## config.mk

```make
export PLATFORM = sky130hd
export DESIGN_NAME = dcache_top
export DESIGN_NICKNAME = d
export VERILOG_FILES = /design/src/dcache_pkg.sv /design/src/mem_bus_pkg.sv /design/src/dcache_ctrl.sv /design/src/dcache_mem.sv /design/src/dcache_top.sv /design/src/fill_tracker.sv /design/src/miss_queue.sv
export SDC_FILE = /design/constraint.sdc
export NUM_CORES = 2
export LEC_CHECK = 0
export BUFFER_PORTS_ARGS = -buffer_cell sky130_fd_sc_hd__clkbuf_2
export CORE_MARGIN = 1
export CORE_UTILIZATION = 35
export DETAILED_ROUTE_END_ITERATION = 7
export GPL_TIMING_DRIVEN = 0
export PLACE_DENSITY = 0.47
export SYNTH_ARGS = -nofsm -noshare
export SYNTH_HDL_FRONTEND = slang
export SYNTH_MEMORY_MAX_BITS = 65536
export SYNTH_SLANG_ARGS = --single-unit
```

## constraint.sdc

```tcl
create_clock -name clock -period 22.8 [get_ports clock]
set_input_delay 5.7 -clock clock [delete_from_list [all_inputs] [get_ports clock]]
set_output_delay 5.7 -clock clock [all_outputs]
set_load 0.01 [all_outputs]
```

## src/dcache_pkg.sv

```systemverilog
// address split widths, register number widths and halt state encoding
`default_nettype none

package dcache_pkg;

  localparam int ADDR_BITS   = 32;                       // byte address
  localparam int OFFSET_BITS = 3;                        // byte in word, ignored
  localparam int LINE_BITS   = ADDR_BITS - OFFSET_BITS;  // tag plus index

  localparam int PR_BITS = 7;  // physical register number
  localparam int AR_BITS = 5;  // architectural register number

  // controller halt sequencing
  typedef enum logic [1:0] {
    run,
    draining,
    halted
  } halt_state_t;

endpackage

`default_nettype wire

```

## src/mem_bus_pkg.sv

```systemverilog
// memory bus command encoding, bus tag sizing and data width
`default_nettype none

package mem_bus_pkg;

  // command presented to memory, bus_none when idle
  typedef enum logic [1:0] {
    bus_none  = 2'd0,
    bus_load  = 2'd1,
    bus_store = 2'd2
  } bus_cmd_t;

  // response and tag numbers, zero is reserved for nothing
  localparam int BUS_TAG_BITS = 4;
  localparam int NUM_BUS_TAGS = 16;

  localparam int WORD_BITS = 64;  // one word per transfer

endpackage

`default_nettype wire

```

## src/dcache_ctrl.sv

```systemverilog
// hit/miss decision, request ready, CDB register and halt FSM
`default_nettype none

module dcache_ctrl
  import mem_bus_pkg::*;
  import dcache_pkg::*;
#(
  parameter int IDX_BITS = 5
) (
  input  logic                 clock,
  input  logic                 reset,
  input  logic                 req_valid,
  input  logic                 req_store,
  input  logic [ADDR_BITS-1:0] req_addr,
  input  logic [WORD_BITS-1:0] req_data,
  input  logic [PR_BITS-1:0]   req_pr,
  input  logic [AR_BITS-1:0]   req_ar,
  output logic                 req_ready,
  input  logic                 halt,
  output logic                 halted,
  input  logic                 hit,
  input  logic [WORD_BITS-1:0] hit_data,
  input  logic                 queue_full,
  input  logic                 queue_empty,
  output logic                 push,
  output bus_cmd_t             push_cmd,
  output logic [ADDR_BITS-1:0] push_addr,
  output logic [WORD_BITS-1:0] push_data,
  output logic [PR_BITS-1:0]   push_pr,
  output logic [AR_BITS-1:0]   push_ar,
  input  logic                 fill_valid,
  input  logic [PR_BITS-1:0]   fill_pr,
  input  logic [AR_BITS-1:0]   fill_ar,
  input  logic [ADDR_BITS-1:0] fill_addr,
  input  logic [WORD_BITS-1:0] fill_data,
  input  logic                 fill_alloc,
  input  logic                 any_pending,
  output logic                 store_en,
  output logic                 store_strobe,
  output logic [ADDR_BITS-1:0] store_addr,
  output logic [WORD_BITS-1:0] store_data,
  output logic                 fill_en,
  output logic [ADDR_BITS-1:0] fill_wr_addr,
  output logic [WORD_BITS-1:0] fill_wr_data,
  output logic                 cdb_valid,
  output logic [PR_BITS-1:0]   cdb_pr,
  output logic [AR_BITS-1:0]   cdb_ar,
  output logic [WORD_BITS-1:0] cdb_data
);

  halt_state_t state;
  logic        accept;
  logic        load_hit;

  // returning data owns the CDB this cycle, so hold off new requests
  assign req_ready = (state == run) && !queue_full && !fill_valid;
  assign accept    = req_valid && req_ready;
  assign load_hit  = accept && !req_store && hit;

  // every store and every load miss goes out on the bus
  assign push      = accept && (req_store || !hit);
  assign push_cmd  = req_store ? bus_store : bus_load;
  assign push_addr = req_addr;
  assign push_data = req_data;
  assign push_pr   = req_pr;
  assign push_ar   = req_ar;

  // stale fills skip the cache but still broadcast
  assign fill_en      = fill_valid && fill_alloc;
  assign fill_wr_addr = fill_addr;
  assign fill_wr_data = fill_data;

  assign store_strobe = accept && req_store;
  assign store_addr   = req_addr;
  assign store_data   = req_data;
  assign store_en     = store_strobe;

  always_ff @(posedge clock)
  begin
    if (reset)
      cdb_valid <= 1'b0;
    else
      cdb_valid <= fill_valid || load_hit;
  end

  always_ff @(posedge clock)
  begin
    if (fill_valid)
    begin
      cdb_pr   <= fill_pr;
      cdb_ar   <= fill_ar;
      cdb_data <= fill_data;
    end
    else
    begin
      cdb_pr   <= req_pr;
      cdb_ar   <= req_ar;
      cdb_data <= hit_data;
    end
  end

  always_ff @(posedge clock)
  begin
    if (reset)
      state <= run;
    else
    begin
      case (state)
        run:      if (halt) state <= draining;
        draining: if (queue_empty && !any_pending) state <= dcache_pkg::halted;
        default:  state <= state;  // halted is final
      endcase
    end
  end

  assign halted = (state == dcache_pkg::halted);

endmodule

`default_nettype wire

```

## src/dcache_mem.sv

```systemverilog
// direct-mapped tag, valid and data arrays with lookup, store and fill ports
`default_nettype none

module dcache_mem
  import mem_bus_pkg::*;
  import dcache_pkg::*;
#(
  parameter int IDX_BITS = 5
) (
  input  logic                 clock,
  input  logic                 reset,
  input  logic [ADDR_BITS-1:0] lookup_addr,
  output logic                 hit,
  output logic [WORD_BITS-1:0] hit_data,
  input  logic                 store_en,
  input  logic [ADDR_BITS-1:0] store_addr,
  input  logic [WORD_BITS-1:0] store_data,
  input  logic                 fill_en,
  input  logic [ADDR_BITS-1:0] fill_addr,
  input  logic [WORD_BITS-1:0] fill_data
);

  localparam int LINES    = 1 << IDX_BITS;
  localparam int TAG_BITS = LINE_BITS - IDX_BITS;

  logic [WORD_BITS-1:0] data_mem [LINES];
  logic [TAG_BITS-1:0]  tag_mem  [LINES];
  logic [LINES-1:0]     valid;

  logic [IDX_BITS-1:0] lookup_idx;
  logic [TAG_BITS-1:0] lookup_tag;
  logic [IDX_BITS-1:0] store_idx;
  logic [TAG_BITS-1:0] store_tag;
  logic [IDX_BITS-1:0] fill_idx;
  logic [TAG_BITS-1:0] fill_tag;
  logic                store_hit;

  // address split: tag | index | byte offset
  assign lookup_idx = lookup_addr[OFFSET_BITS +: IDX_BITS];
  assign lookup_tag = lookup_addr[ADDR_BITS-1 -: TAG_BITS];
  assign store_idx  = store_addr[OFFSET_BITS +: IDX_BITS];
  assign store_tag  = store_addr[ADDR_BITS-1 -: TAG_BITS];
  assign fill_idx   = fill_addr[OFFSET_BITS +: IDX_BITS];
  assign fill_tag   = fill_addr[ADDR_BITS-1 -: TAG_BITS];

  assign hit      = valid[lookup_idx] && (tag_mem[lookup_idx] == lookup_tag);
  assign hit_data = data_mem[lookup_idx];

  // no write allocate, a store only touches a line it already owns
  assign store_hit = valid[store_idx] && (tag_mem[store_idx] == store_tag);

  always_ff @(posedge clock)
  begin
    if (reset)
      valid <= '0;
    else if (fill_en)
      valid[fill_idx] <= 1'b1;
  end

  always_ff @(posedge clock)
  begin
    if (store_en && store_hit)
      data_mem[store_idx] <= store_data;
    // fill assigned last, so it wins on a shared index
    if (fill_en)
    begin
      data_mem[fill_idx] <= fill_data;
      tag_mem[fill_idx]  <= fill_tag;
    end
  end

endmodule

`default_nettype wire

```

## src/dcache_top.sv

```systemverilog
// data-cache top level wiring controller, cache arrays, miss queue and fill tracker
`default_nettype none

module dcache_top
  import mem_bus_pkg::*;
  import dcache_pkg::*;
#(
  parameter int IDX_BITS    = 5,
  parameter int QUEUE_DEPTH = 8
) (
  input  logic                    clock,
  input  logic                    reset,
  input  logic                    req_valid,
  input  logic                    req_store,
  input  logic [ADDR_BITS-1:0]    req_addr,
  input  logic [WORD_BITS-1:0]    req_data,
  input  logic [PR_BITS-1:0]      req_pr,
  input  logic [AR_BITS-1:0]      req_ar,
  output logic                    req_ready,
  input  logic                    halt,
  output logic                    halted,
  output logic                    cdb_valid,
  output logic [PR_BITS-1:0]      cdb_pr,
  output logic [AR_BITS-1:0]      cdb_ar,
  output logic [WORD_BITS-1:0]    cdb_data,
  output bus_cmd_t                mem_command,
  output logic [ADDR_BITS-1:0]    mem_addr,
  output logic [WORD_BITS-1:0]    mem_data,
  input  logic [BUS_TAG_BITS-1:0] mem_response,
  input  logic [BUS_TAG_BITS-1:0] mem_tag,
  input  logic [WORD_BITS-1:0]    mem_rdata
);

  logic                    hit;
  logic [WORD_BITS-1:0]    hit_data;
  logic                    queue_full;
  logic                    queue_empty;
  logic                    push;
  bus_cmd_t                push_cmd;
  logic [ADDR_BITS-1:0]    push_addr;
  logic [WORD_BITS-1:0]    push_data;
  logic [PR_BITS-1:0]      push_pr;
  logic [AR_BITS-1:0]      push_ar;
  logic                    record;
  logic [BUS_TAG_BITS-1:0] record_num;
  logic [PR_BITS-1:0]      record_pr;
  logic [AR_BITS-1:0]      record_ar;
  logic [ADDR_BITS-1:0]    record_addr;
  logic                    fill_valid;
  logic [PR_BITS-1:0]      fill_pr;
  logic [AR_BITS-1:0]      fill_ar;
  logic [ADDR_BITS-1:0]    fill_addr;
  logic [WORD_BITS-1:0]    fill_data;
  logic                    fill_alloc;
  logic                    any_pending;
  logic                    store_en;
  logic                    store_strobe;
  logic [ADDR_BITS-1:0]    store_addr;
  logic [WORD_BITS-1:0]    store_data;
  logic                    fill_en;
  logic [ADDR_BITS-1:0]    fill_wr_addr;
  logic [WORD_BITS-1:0]    fill_wr_data;

  dcache_ctrl #(
    .IDX_BITS(IDX_BITS)
  ) ctrl (
    .clock(clock), .reset(reset),
    .req_valid(req_valid), .req_store(req_store), .req_addr(req_addr),
    .req_data(req_data), .req_pr(req_pr), .req_ar(req_ar), .req_ready(req_ready),
    .halt(halt), .halted(halted),
    .hit(hit), .hit_data(hit_data),
    .queue_full(queue_full), .queue_empty(queue_empty),
    .push(push), .push_cmd(push_cmd), .push_addr(push_addr),
    .push_data(push_data), .push_pr(push_pr), .push_ar(push_ar),
    .fill_valid(fill_valid), .fill_pr(fill_pr), .fill_ar(fill_ar),
    .fill_addr(fill_addr), .fill_data(fill_data), .fill_alloc(fill_alloc),
    .any_pending(any_pending),
    .store_en(store_en), .store_strobe(store_strobe),
    .store_addr(store_addr), .store_data(store_data),
    .fill_en(fill_en), .fill_wr_addr(fill_wr_addr), .fill_wr_data(fill_wr_data),
    .cdb_valid(cdb_valid), .cdb_pr(cdb_pr), .cdb_ar(cdb_ar), .cdb_data(cdb_data)
  );

  // lookup runs straight off the incoming request
  dcache_mem #(
    .IDX_BITS(IDX_BITS)
  ) mem (
    .clock(clock), .reset(reset),
    .lookup_addr(req_addr), .hit(hit), .hit_data(hit_data),
    .store_en(store_en), .store_addr(store_addr), .store_data(store_data),
    .fill_en(fill_en), .fill_addr(fill_wr_addr), .fill_data(fill_wr_data)
  );

  miss_queue #(
    .QUEUE_DEPTH(QUEUE_DEPTH)
  ) queue (
    .clock(clock), .reset(reset),
    .push(push), .push_cmd(push_cmd), .push_addr(push_addr),
    .push_data(push_data), .push_pr(push_pr), .push_ar(push_ar),
    .full(queue_full), .empty(queue_empty),
    .mem_command(mem_command), .mem_addr(mem_addr), .mem_data(mem_data),
    .mem_response(mem_response),
    .record(record), .record_num(record_num), .record_pr(record_pr),
    .record_ar(record_ar), .record_addr(record_addr)
  );

  fill_tracker #(
    .IDX_BITS(IDX_BITS)
  ) tracker (
    .clock(clock), .reset(reset),
    .record(record), .record_num(record_num), .record_pr(record_pr),
    .record_ar(record_ar), .record_addr(record_addr),
    .store_strobe(store_strobe), .store_addr(store_addr),
    .mem_tag(mem_tag), .mem_rdata(mem_rdata),
    .fill_valid(fill_valid), .fill_pr(fill_pr), .fill_ar(fill_ar),
    .fill_addr(fill_addr), .fill_data(fill_data), .fill_alloc(fill_alloc),
    .any_pending(any_pending)
  );

endmodule

`default_nettype wire

```

## src/fill_tracker.sv

```systemverilog
// table of outstanding loads indexed by bus tag, matched against returning data
`default_nettype none

module fill_tracker
  import mem_bus_pkg::*;
  import dcache_pkg::*;
#(
  parameter int IDX_BITS = 5
) (
  input  logic                    clock,
  input  logic                    reset,
  input  logic                    record,
  input  logic [BUS_TAG_BITS-1:0] record_num,
  input  logic [PR_BITS-1:0]      record_pr,
  input  logic [AR_BITS-1:0]      record_ar,
  input  logic [ADDR_BITS-1:0]    record_addr,
  input  logic                    store_strobe,
  input  logic [ADDR_BITS-1:0]    store_addr,
  input  logic [BUS_TAG_BITS-1:0] mem_tag,
  input  logic [WORD_BITS-1:0]    mem_rdata,
  output logic                    fill_valid,
  output logic [PR_BITS-1:0]      fill_pr,
  output logic [AR_BITS-1:0]      fill_ar,
  output logic [ADDR_BITS-1:0]    fill_addr,
  output logic [WORD_BITS-1:0]    fill_data,
  output logic                    fill_alloc,
  output logic                    any_pending
);

  localparam int TAG_BITS = LINE_BITS - IDX_BITS;

  logic [NUM_BUS_TAGS-1:0] occupied;
  logic [NUM_BUS_TAGS-1:0] alloc;  // fill may still write the cache
  logic [PR_BITS-1:0]      ent_pr  [NUM_BUS_TAGS];
  logic [AR_BITS-1:0]      ent_ar  [NUM_BUS_TAGS];
  logic [IDX_BITS-1:0]     ent_idx [NUM_BUS_TAGS];
  logic [TAG_BITS-1:0]     ent_tag [NUM_BUS_TAGS];

  logic [IDX_BITS-1:0]     record_idx;
  logic [TAG_BITS-1:0]     record_tag;
  logic [IDX_BITS-1:0]     store_idx;
  logic [TAG_BITS-1:0]     store_tag;
  logic [NUM_BUS_TAGS-1:0] store_match;
  logic                    record_match;

  assign record_idx = record_addr[OFFSET_BITS +: IDX_BITS];
  assign record_tag = record_addr[ADDR_BITS-1 -: TAG_BITS];
  assign store_idx  = store_addr[OFFSET_BITS +: IDX_BITS];
  assign store_tag  = store_addr[ADDR_BITS-1 -: TAG_BITS];

  // entries whose line a newer store just overwrote
  always_comb
  begin
    for (int i = 0; i < NUM_BUS_TAGS; i++)
      store_match[i] = store_strobe && occupied[i] &&
                       (ent_idx[i] == store_idx) && (ent_tag[i] == store_tag);
  end

  // store landing in the same cycle as the record
  assign record_match = store_strobe && (record_idx == store_idx) &&
                        (record_tag == store_tag);

  assign fill_valid  = (mem_tag != '0) && occupied[mem_tag];
  assign fill_pr     = ent_pr[mem_tag];
  assign fill_ar     = ent_ar[mem_tag];
  assign fill_addr   = {ent_tag[mem_tag], ent_idx[mem_tag], {OFFSET_BITS{1'b0}}};
  assign fill_data   = mem_rdata;
  assign fill_alloc  = alloc[mem_tag];
  assign any_pending = |occupied;

  always_ff @(posedge clock)
  begin
    if (reset)
    begin
      occupied <= '0;
      alloc    <= '0;
    end
    else
    begin
      alloc <= alloc & ~store_match;
      if (fill_valid)
        occupied[mem_tag] <= 1'b0;  // entry freed as data returns
      if (record)
      begin
        occupied[record_num] <= 1'b1;
        alloc[record_num]    <= !record_match;
      end
    end
  end

  always_ff @(posedge clock)
  begin
    if (record)
    begin
      ent_pr[record_num]  <= record_pr;
      ent_ar[record_num]  <= record_ar;
      ent_idx[record_num] <= record_idx;
      ent_tag[record_num] <= record_tag;
    end
  end

endmodule

`default_nettype wire

```

## src/miss_queue.sv

```systemverilog
// FIFO of pending bus commands presenting its head to the memory bus
`default_nettype none

module miss_queue
  import mem_bus_pkg::*;
  import dcache_pkg::*;
#(
  parameter int QUEUE_DEPTH = 8
) (
  input  logic                    clock,
  input  logic                    reset,
  input  logic                    push,
  input  bus_cmd_t                push_cmd,
  input  logic [ADDR_BITS-1:0]    push_addr,
  input  logic [WORD_BITS-1:0]    push_data,
  input  logic [PR_BITS-1:0]      push_pr,
  input  logic [AR_BITS-1:0]      push_ar,
  output logic                    full,
  output logic                    empty,
  output bus_cmd_t                mem_command,
  output logic [ADDR_BITS-1:0]    mem_addr,
  output logic [WORD_BITS-1:0]    mem_data,
  input  logic [BUS_TAG_BITS-1:0] mem_response,
  output logic                    record,
  output logic [BUS_TAG_BITS-1:0] record_num,
  output logic [PR_BITS-1:0]      record_pr,
  output logic [AR_BITS-1:0]      record_ar,
  output logic [ADDR_BITS-1:0]    record_addr
);

  localparam int PTR_BITS = (QUEUE_DEPTH > 1) ? $clog2(QUEUE_DEPTH) : 1;
  localparam int CNT_BITS = $clog2(QUEUE_DEPTH + 1);

  bus_cmd_t             cmd_q  [QUEUE_DEPTH];
  logic [ADDR_BITS-1:0] addr_q [QUEUE_DEPTH];
  logic [WORD_BITS-1:0] data_q [QUEUE_DEPTH];
  logic [PR_BITS-1:0]   pr_q   [QUEUE_DEPTH];
  logic [AR_BITS-1:0]   ar_q   [QUEUE_DEPTH];

  logic [PTR_BITS-1:0] head;
  logic [PTR_BITS-1:0] tail;
  logic [CNT_BITS-1:0] count;
  logic                pop;

  // wrap for depths that are not a power of two
  function automatic logic [PTR_BITS-1:0] bump(input logic [PTR_BITS-1:0] ptr);
    return (ptr == PTR_BITS'(QUEUE_DEPTH - 1)) ? '0 : ptr + 1'b1;
  endfunction

  assign full  = (count == CNT_BITS'(QUEUE_DEPTH));
  assign empty = (count == '0);

  assign mem_command = empty ? bus_none : cmd_q[head];
  assign mem_addr    = addr_q[head];
  assign mem_data    = data_q[head];

  // zero response means refused, head stays put
  assign pop = !empty && (mem_response != '0);

  // only loads wait for data
  assign record      = pop && (cmd_q[head] == bus_load);
  assign record_num  = mem_response;
  assign record_pr   = pr_q[head];
  assign record_ar   = ar_q[head];
  assign record_addr = addr_q[head];

  always_ff @(posedge clock)
  begin
    if (reset)
    begin
      head  <= '0;
      tail  <= '0;
      count <= '0;
    end
    else
    begin
      if (push)
        tail <= bump(tail);
      if (pop)
        head <= bump(head);
      case ({push, pop})
        2'b10:   count <= count + 1'b1;
        2'b01:   count <= count - 1'b1;
        default: count <= count;  // idle, or push and pop together
      endcase
    end
  end

  always_ff @(posedge clock)
  begin
    if (push)
    begin
      cmd_q[tail]  <= push_cmd;
      addr_q[tail] <= push_addr;
      data_q[tail] <= push_data;
      pr_q[tail]   <= push_pr;
      ar_q[tail]   <= push_ar;
    end
  end

endmodule

`default_nettype wire

```

== Word-level counts from Yosys, hierarchy flattened ==
Memories as Yosys holds them, arrays and structs flattened. A register that Yosys moved wholly into a read port is not among the register bits.
Index checks and enable logic that the tools add are counted.
Word-level totals
  flip-flop bits (word level): 153
  bits in writable memories: 4352
  output and inout port bits: 177
  logic and storage cells: 218
  memories: 11
Cells by class
  add/subtract/negate cells: 4
  order comparisons: 7
  equality and inequality tests: 45
  mux-type cells: 49
  bitwise gates (word level): 6
  reduce and logical (&&, ||, !) cells: 85
Memories
  mem.data_mem: words 32, width 64, rd ports 1, clocked after memory_dff 0, write ports 1, RTL line dcache_mem.sv:26  | logic [WORD_BITS-1:0] data_mem [LINES];
  mem.tag_mem: words 32, width 24, rd ports 1, clocked after memory_dff 0, write ports 1, RTL line dcache_mem.sv:27  | logic [TAG_BITS-1:0] tag_mem [LINES];
  queue.data_q: words 8, width 64, rd ports 1, clocked after memory_dff 1, write ports 1, RTL line miss_queue.sv:36  | logic [WORD_BITS-1:0] data_q [QUEUE_DEPTH];
  tracker.ent_tag: words 16, width 24, rd ports 17, clocked after memory_dff 0, write ports 1, RTL line fill_tracker.sv:37  | logic [TAG_BITS-1:0] ent_tag [NUM_BUS_TAGS];
  queue.addr_q: words 8, width 32, rd ports 1, clocked after memory_dff 1, write ports 1, RTL line miss_queue.sv:35  | logic [ADDR_BITS-1:0] addr_q [QUEUE_DEPTH];
  tracker.ent_pr: words 16, width 7, rd ports 1, clocked after memory_dff 0, write ports 1, RTL line fill_tracker.sv:34  | logic [PR_BITS-1:0] ent_pr [NUM_BUS_TAGS];
  5 more memories
Operator list (number)
  $eq 24x24->1: 18
  $mux 64: 2
  $eq 5x5->1: 17
  $logic_and 1x1->1: 67
  $mux 16: 4
  $reduce_or 64->1: 1
  $mux 3: 12
  $and 16x16->16: 2
  $not 16->16: 2
  $or 32x32->32: 1
  $bwmux 16: 1
  $or 16x16->16: 1
  $reduce_or 16->1: 1
  $mux 1: 15
  $lt 5x6->1 const B: 2
  $lt 4x5->1 const B: 2
  $mux 5: 2
  $bmux 1 s4: 2
  $demux 1 s4: 2
  $ge 4x1->1 const B: 2
  $mux 2: 4
  $pmux 4 s2: 1
  $reduce_bool 4->1: 2
  $logic_not 1->1: 7
  19 further kinds: 26

== Longest topological paths before layout ==
  depth in word-level cells: 14
  depth in mapped cells: 22
  mapped depth without buffers: 16

== Modules after synthesis ==
Synthesis repeated with hierarchy kept, for this count alone.
Second synthesis, totals
  cell total of the unflattened synthesis: 13625
  area, all modules: 212762.8 um^2
By module, submodules not included
  dcache_mem: times used 1, cells an instance 9884, area an instance 141598.3 um^2
  miss_queue: times used 1, cells an instance 1385, area an instance 33930.0 um^2
  fill_tracker: times used 1, cells an instance 1874, area an instance 32273.5 um^2
  dcache_ctrl: times used 1, cells an instance 482, area an instance 4961.0 um^2

== Worst setup path after synthesis ==
Ideal clock, no wire load.
  path kind: in2reg
  from: input port req_addr[3]
  to: memory queue.addr_q[1][0], enable pin
  library setup time: 0.851 ns
  data arrival time: 18.479 ns
  required time: 21.949 ns
  slack: 3.470 ns
  stages on the path: 11
  buffers on the path: 4
  cell sequence: buf_6 buf_6 buf_6 mux4_2 mux4_2 xnor2_1 o2111ai_1 nor3_1 a21boi_2 buf_6 nor4bb_1
Between the ends
  cells in the longest elaborated chain, start to end: 8
Ends and longest elaborated chain
  start, declared: RTL line dcache_top.sv:15  | input logic [ADDR_BITS-1:0] req_addr,
  $mem_v2 32x24 or $bmux 1 s5 (tied branches)
  $eq 24x24->1 or $mux 1 (tied branches): RTL line dcache_mem.sv:46  | assign hit = valid[lookup_idx] && (tag_mem[lookup_idx] == lookup_tag);
  $logic_and 1x1->1 *: RTL line dcache_mem.sv:46
  $logic_not 1->1 *: RTL line dcache_ctrl.sv:61  | assign push = accept && (req_store || !hit);
  $logic_or 1x1->1 *: RTL line dcache_ctrl.sv:61
  $logic_and 1x1->1 *: RTL line dcache_ctrl.sv:61
  $mux 1 *: RTL line miss_queue.sv:91  | if (push)
  $mux 1 (not written as such) *: RTL line miss_queue.sv:94  | addr_q[tail] <= push_addr;
  end, declared: RTL line miss_queue.sv:35
Every way passes the cells marked *; elsewhere a longest branch is shown, timed or not. The select of a mux whose other input is x is not followed.

== Worst setup path after layout ==
  from: input port mem_tag[1]
  to: output port req_ready
Between the ends
  cells in the longest elaborated chain, start to end: 5
Ends and longest elaborated chain
  start, declared: RTL line dcache_top.sv:30  | input logic [BUS_TAG_BITS-1:0] mem_tag,
  $bmux 1 s4: RTL line fill_tracker.sv:63  | assign fill_valid = (mem_tag != '0) && occupied[mem_tag];
  $mux 1 (not written as such): RTL line fill_tracker.sv:63
  $logic_and 1x1->1 *: RTL line fill_tracker.sv:63
  $logic_not 1->1 *: RTL line dcache_ctrl.sv:56  | assign req_ready = (state == run) && !queue_full && !fill_valid;
  $logic_and 1x1->1 *: RTL line dcache_ctrl.sv:56
  end, declared: RTL line dcache_top.sv:19  | output logic req_ready,
Marks and branches as above.

==> metrics.yaml <==
outcome: "complete, no violations"
gr-total-overflow: 0
routed-via-count: 91170
clockBufferDepth: 4
clk_latency_ps: 1070
dp_hpwl_mm: 419.2
rsz0062_at_grt: "false"
htree_levels: 5
min_period_ps: 14070
cp.arrival_ps: 8370
dieWidth_um: 714.9
end_kind: "primary output"
yosysWarningCount: 0
fin_skew_ps: 99.79
hp-class: "flop to flop"
syn_area_um2: 177900
grt_usage_pct: 23.22
synth_edf_count: 4352
synth.top_cell.area_share_pct: 73.47
p_per_area_nw_per_um2: 97.97
ys_seq_area_share_pct: 75.22
synth.avg_cell_area_um2: 21.99
routed_wirelength_mm: 602.2
grt_pass1_wl_mm: 809.7
drt_first_iter_violations: 11170
die-area_um2: 511100
syn_to_final_growth_pct: 17.37
cts_resized: 0
grt_max_degree: 42
slew_violations: 0
slew_headroom_pct: 0.8052
ys_seq_elements: 4508
fin_area_um2: 208800
synthCells: 8090
path_clk_slew_ps: 60
drc: 0
netlist.top_cell.by_area: "edfxtp_1"
initial_core_util_pct: 35.19
crit_fanout: 10
start_kind: "primary input"
clock-sinks: 4508
grt_pass1_vias: 91390
crit_type: "primary input to primary output"
maxCapViolations: 0
peakVddDrop_uv: 79.52
setup_viol: 0
synth_async_sr_flop_share_pct: 0
finalHoldViolations: 0
fillCellCount: 44460
antenna_found_initial: 75
io_buffers: 357
drive_above_1_share_pct: 31.18
fmax_mhz: 71.06
rows: 261
ys_types: 88
die_h_um: 714.9
cts_buffers: 482
tightest_slew_ps: 1488
required_ps: 17100
cts-root-buf: "clkbuf_16"
ys.flop_type: "edfxtp_1"
r2r_slack_ps: 16850
gp_congestion: 0.9096
nNetsFinal: 9401
vias_per_cell: 5.575
place_area_um2: 192900
tritoncts: "done"
ios: 362
synth_top_cells_by_area: "edfxtp_1 73%, mux4_2 16%, dfxtp_1 1.8%, xor2_1 1.6%, mux2_2 1.2%"
cts_setup_buffers: 0
core_um2: 505500
holdWs_ps: 475.3
power_leakage_nw: 65.70
first_pass_iters: 7
drtAntennaViolNets: 0
timing.final.crit_share_pct: 61.72
holdBufCountCts: 0
wl_per_cell_um: 36.83
cell usage in the layout, fill, tap and decap left out, types with 47 or more instances in the layout:
cell type,netlist,layout
edfxtp_1,4352,4352
clkbuf_16,0,488
nand4_1,68,68
nor2_1,137,130
clkbuf_1,213,293
nand2_1,189,189
mux2_2,185,185
buf_1,71,67
buf_4,25,52
mux4_2,1230,1230
buf_2,101,104
dfxtp_1,156,156
nor4_1,91,86
mux2i_1,189,189
xnor2_1,185,185
clkinv_2,0,96
o21ai_0,90,90
clkinv_1,0,94
buf_12,2,151
buf_6,23,48
clkbuf_2,0,380
bufinv_16,0,47
xor2_1,325,325
path summary, 6_finish.rpt:
| check | from | end | depth (start not counted) |
|---|---|---|---|
| worst min-delay path | mem.valid[8] | mem.valid[8] | 2 |
| worst max register to register | flop | tracker.ent_pr[7][4] | 10 |
| worst max-delay path | mem_tag[1] | req_ready | 5 |
| worst min register to register | mem.valid[8] | mem.valid[8] | 2 |
final cells by class:
cell class                      count  area, um2  share of cell area [%]
Timing Repair Buffer              594       6170                   2.955
Buffer                            438       2140                   1.025
Inverter                           35      141.4                 0.06772
Tap cell                         6706       8391                   4.019
Clock buffer                      610      12860                   6.160
Sequential cell                  4508     133800                   64.09
Antenna cell                       31      77.57                 0.03716
Clock inverter                    282       2887                   1.383
Multi-Input combinational cell   3149      42300                   20.26
state kept, by name, summed over array words and instances, names as in the netlist, 80 cells and up, named ones only:
register	flops
mem.tag_mem	768
queue.data_q	512
tracker.ent_ar	80
tracker.ent_pr	112
mem.data_mem	2048
queue.addr_q	256
tracker.ent_tag	384
tracker.ent_idx	80
per-stage QoR:
| stage | std cells | power (mW) | TNS [ps] | utilization, % | worst slack [ps] |
|---|---|---|---|---|---|
| global placement | 15190 | 12.76 | -3802670 | 37.23 | -17580 |
| floorplan | 8130 | 11.31 | 0 | - | 3470 |
| detailed placement | 15430 | 12.80 | 0 | 38.17 | 8717 |
| CTS | 16320 | 20.62 | 0 | 41.28 | 8716 |
| finish | 16350 | 20.45 | 0 | 41.30 | 8728 |
| global route | 16330 | 21.01 | 0 | 41.29 | 8721 |
cell families (layout without fill, tap and decap cells):
family	after synthesis	after routing	synth area share [%]
compound gates	264	264	0.9862
xor+xnor	510	510	2.511
fa+ha+maj	8	8	0.06049
buf+inv	473	1959	1.256
flops	4508	4508	75.22
mux	1615	1615	17.88
other cells	1	72	0.002108
simple gates	711	711	2.079
cells in the mapped netlist, types with 8 or more instances:
| library cell | n |
|---|---|
| edfxtp_1 | 4352 |
| mux4_2 | 1230 |
| xor2_1 | 325 |
| clkbuf_1 | 213 |
| mux2i_1 | 189 |
| nand2_1 | 189 |
| mux2_2 | 185 |
| xnor2_1 | 185 |
| dfxtp_1 | 156 |
| nor2_1 | 137 |
| buf_2 | 101 |
| nor4_1 | 91 |
| o21ai_0 | 90 |
| buf_1 | 71 |
| nand4_1 | 68 |
| a21oi_1 | 41 |
| a22oi_1 | 37 |
| nand3_1 | 35 |
| inv_1 | 31 |
| nor2_2 | 31 |
| and2_1 | 26 |
| buf_4 | 25 |
| buf_6 | 23 |
| nor2b_1 | 19 |
| nor3_1 | 18 |
| and3_1 | 17 |
| nand2b_1 | 17 |
| o22ai_1 | 15 |
| or4_1 | 15 |
| mux2_1 | 10 |
| o211ai_1 | 10 |
| a22o_1 | 9 |
| a221oi_1 | 8 |
layer usage:
metal	part of all wire, %	vias up	global-route usage (%)	routed length (um)
met5	0.0068	-	0	41
met1	42	50330	32.34	250000
met3	7.5	833	4.045	45140
met2	48	3905	37.70	288900
met4	3.0	6	6.384	18160
li1	-	36100	-	-
report_power, final:
| part | switching (mW) | total (mW) | internal [mW] |
|---|---|---|---|
| registers | 0.0768 | 9.64 | 9.56 |
| clock network | 3.35 | 7.86 | 4.51 |
| logic | 1.99 | 2.95 | 0.961 |
| total | 5.41 | 20.5 | 15.0 |
critical path, cell delays in order:
cell       delay, ps
clkbuf_1         410
mux4_2           450
mux4_2           970
a2111oi_4        620
clkbuf_2         210
Power figures use the tool's default switching activity.
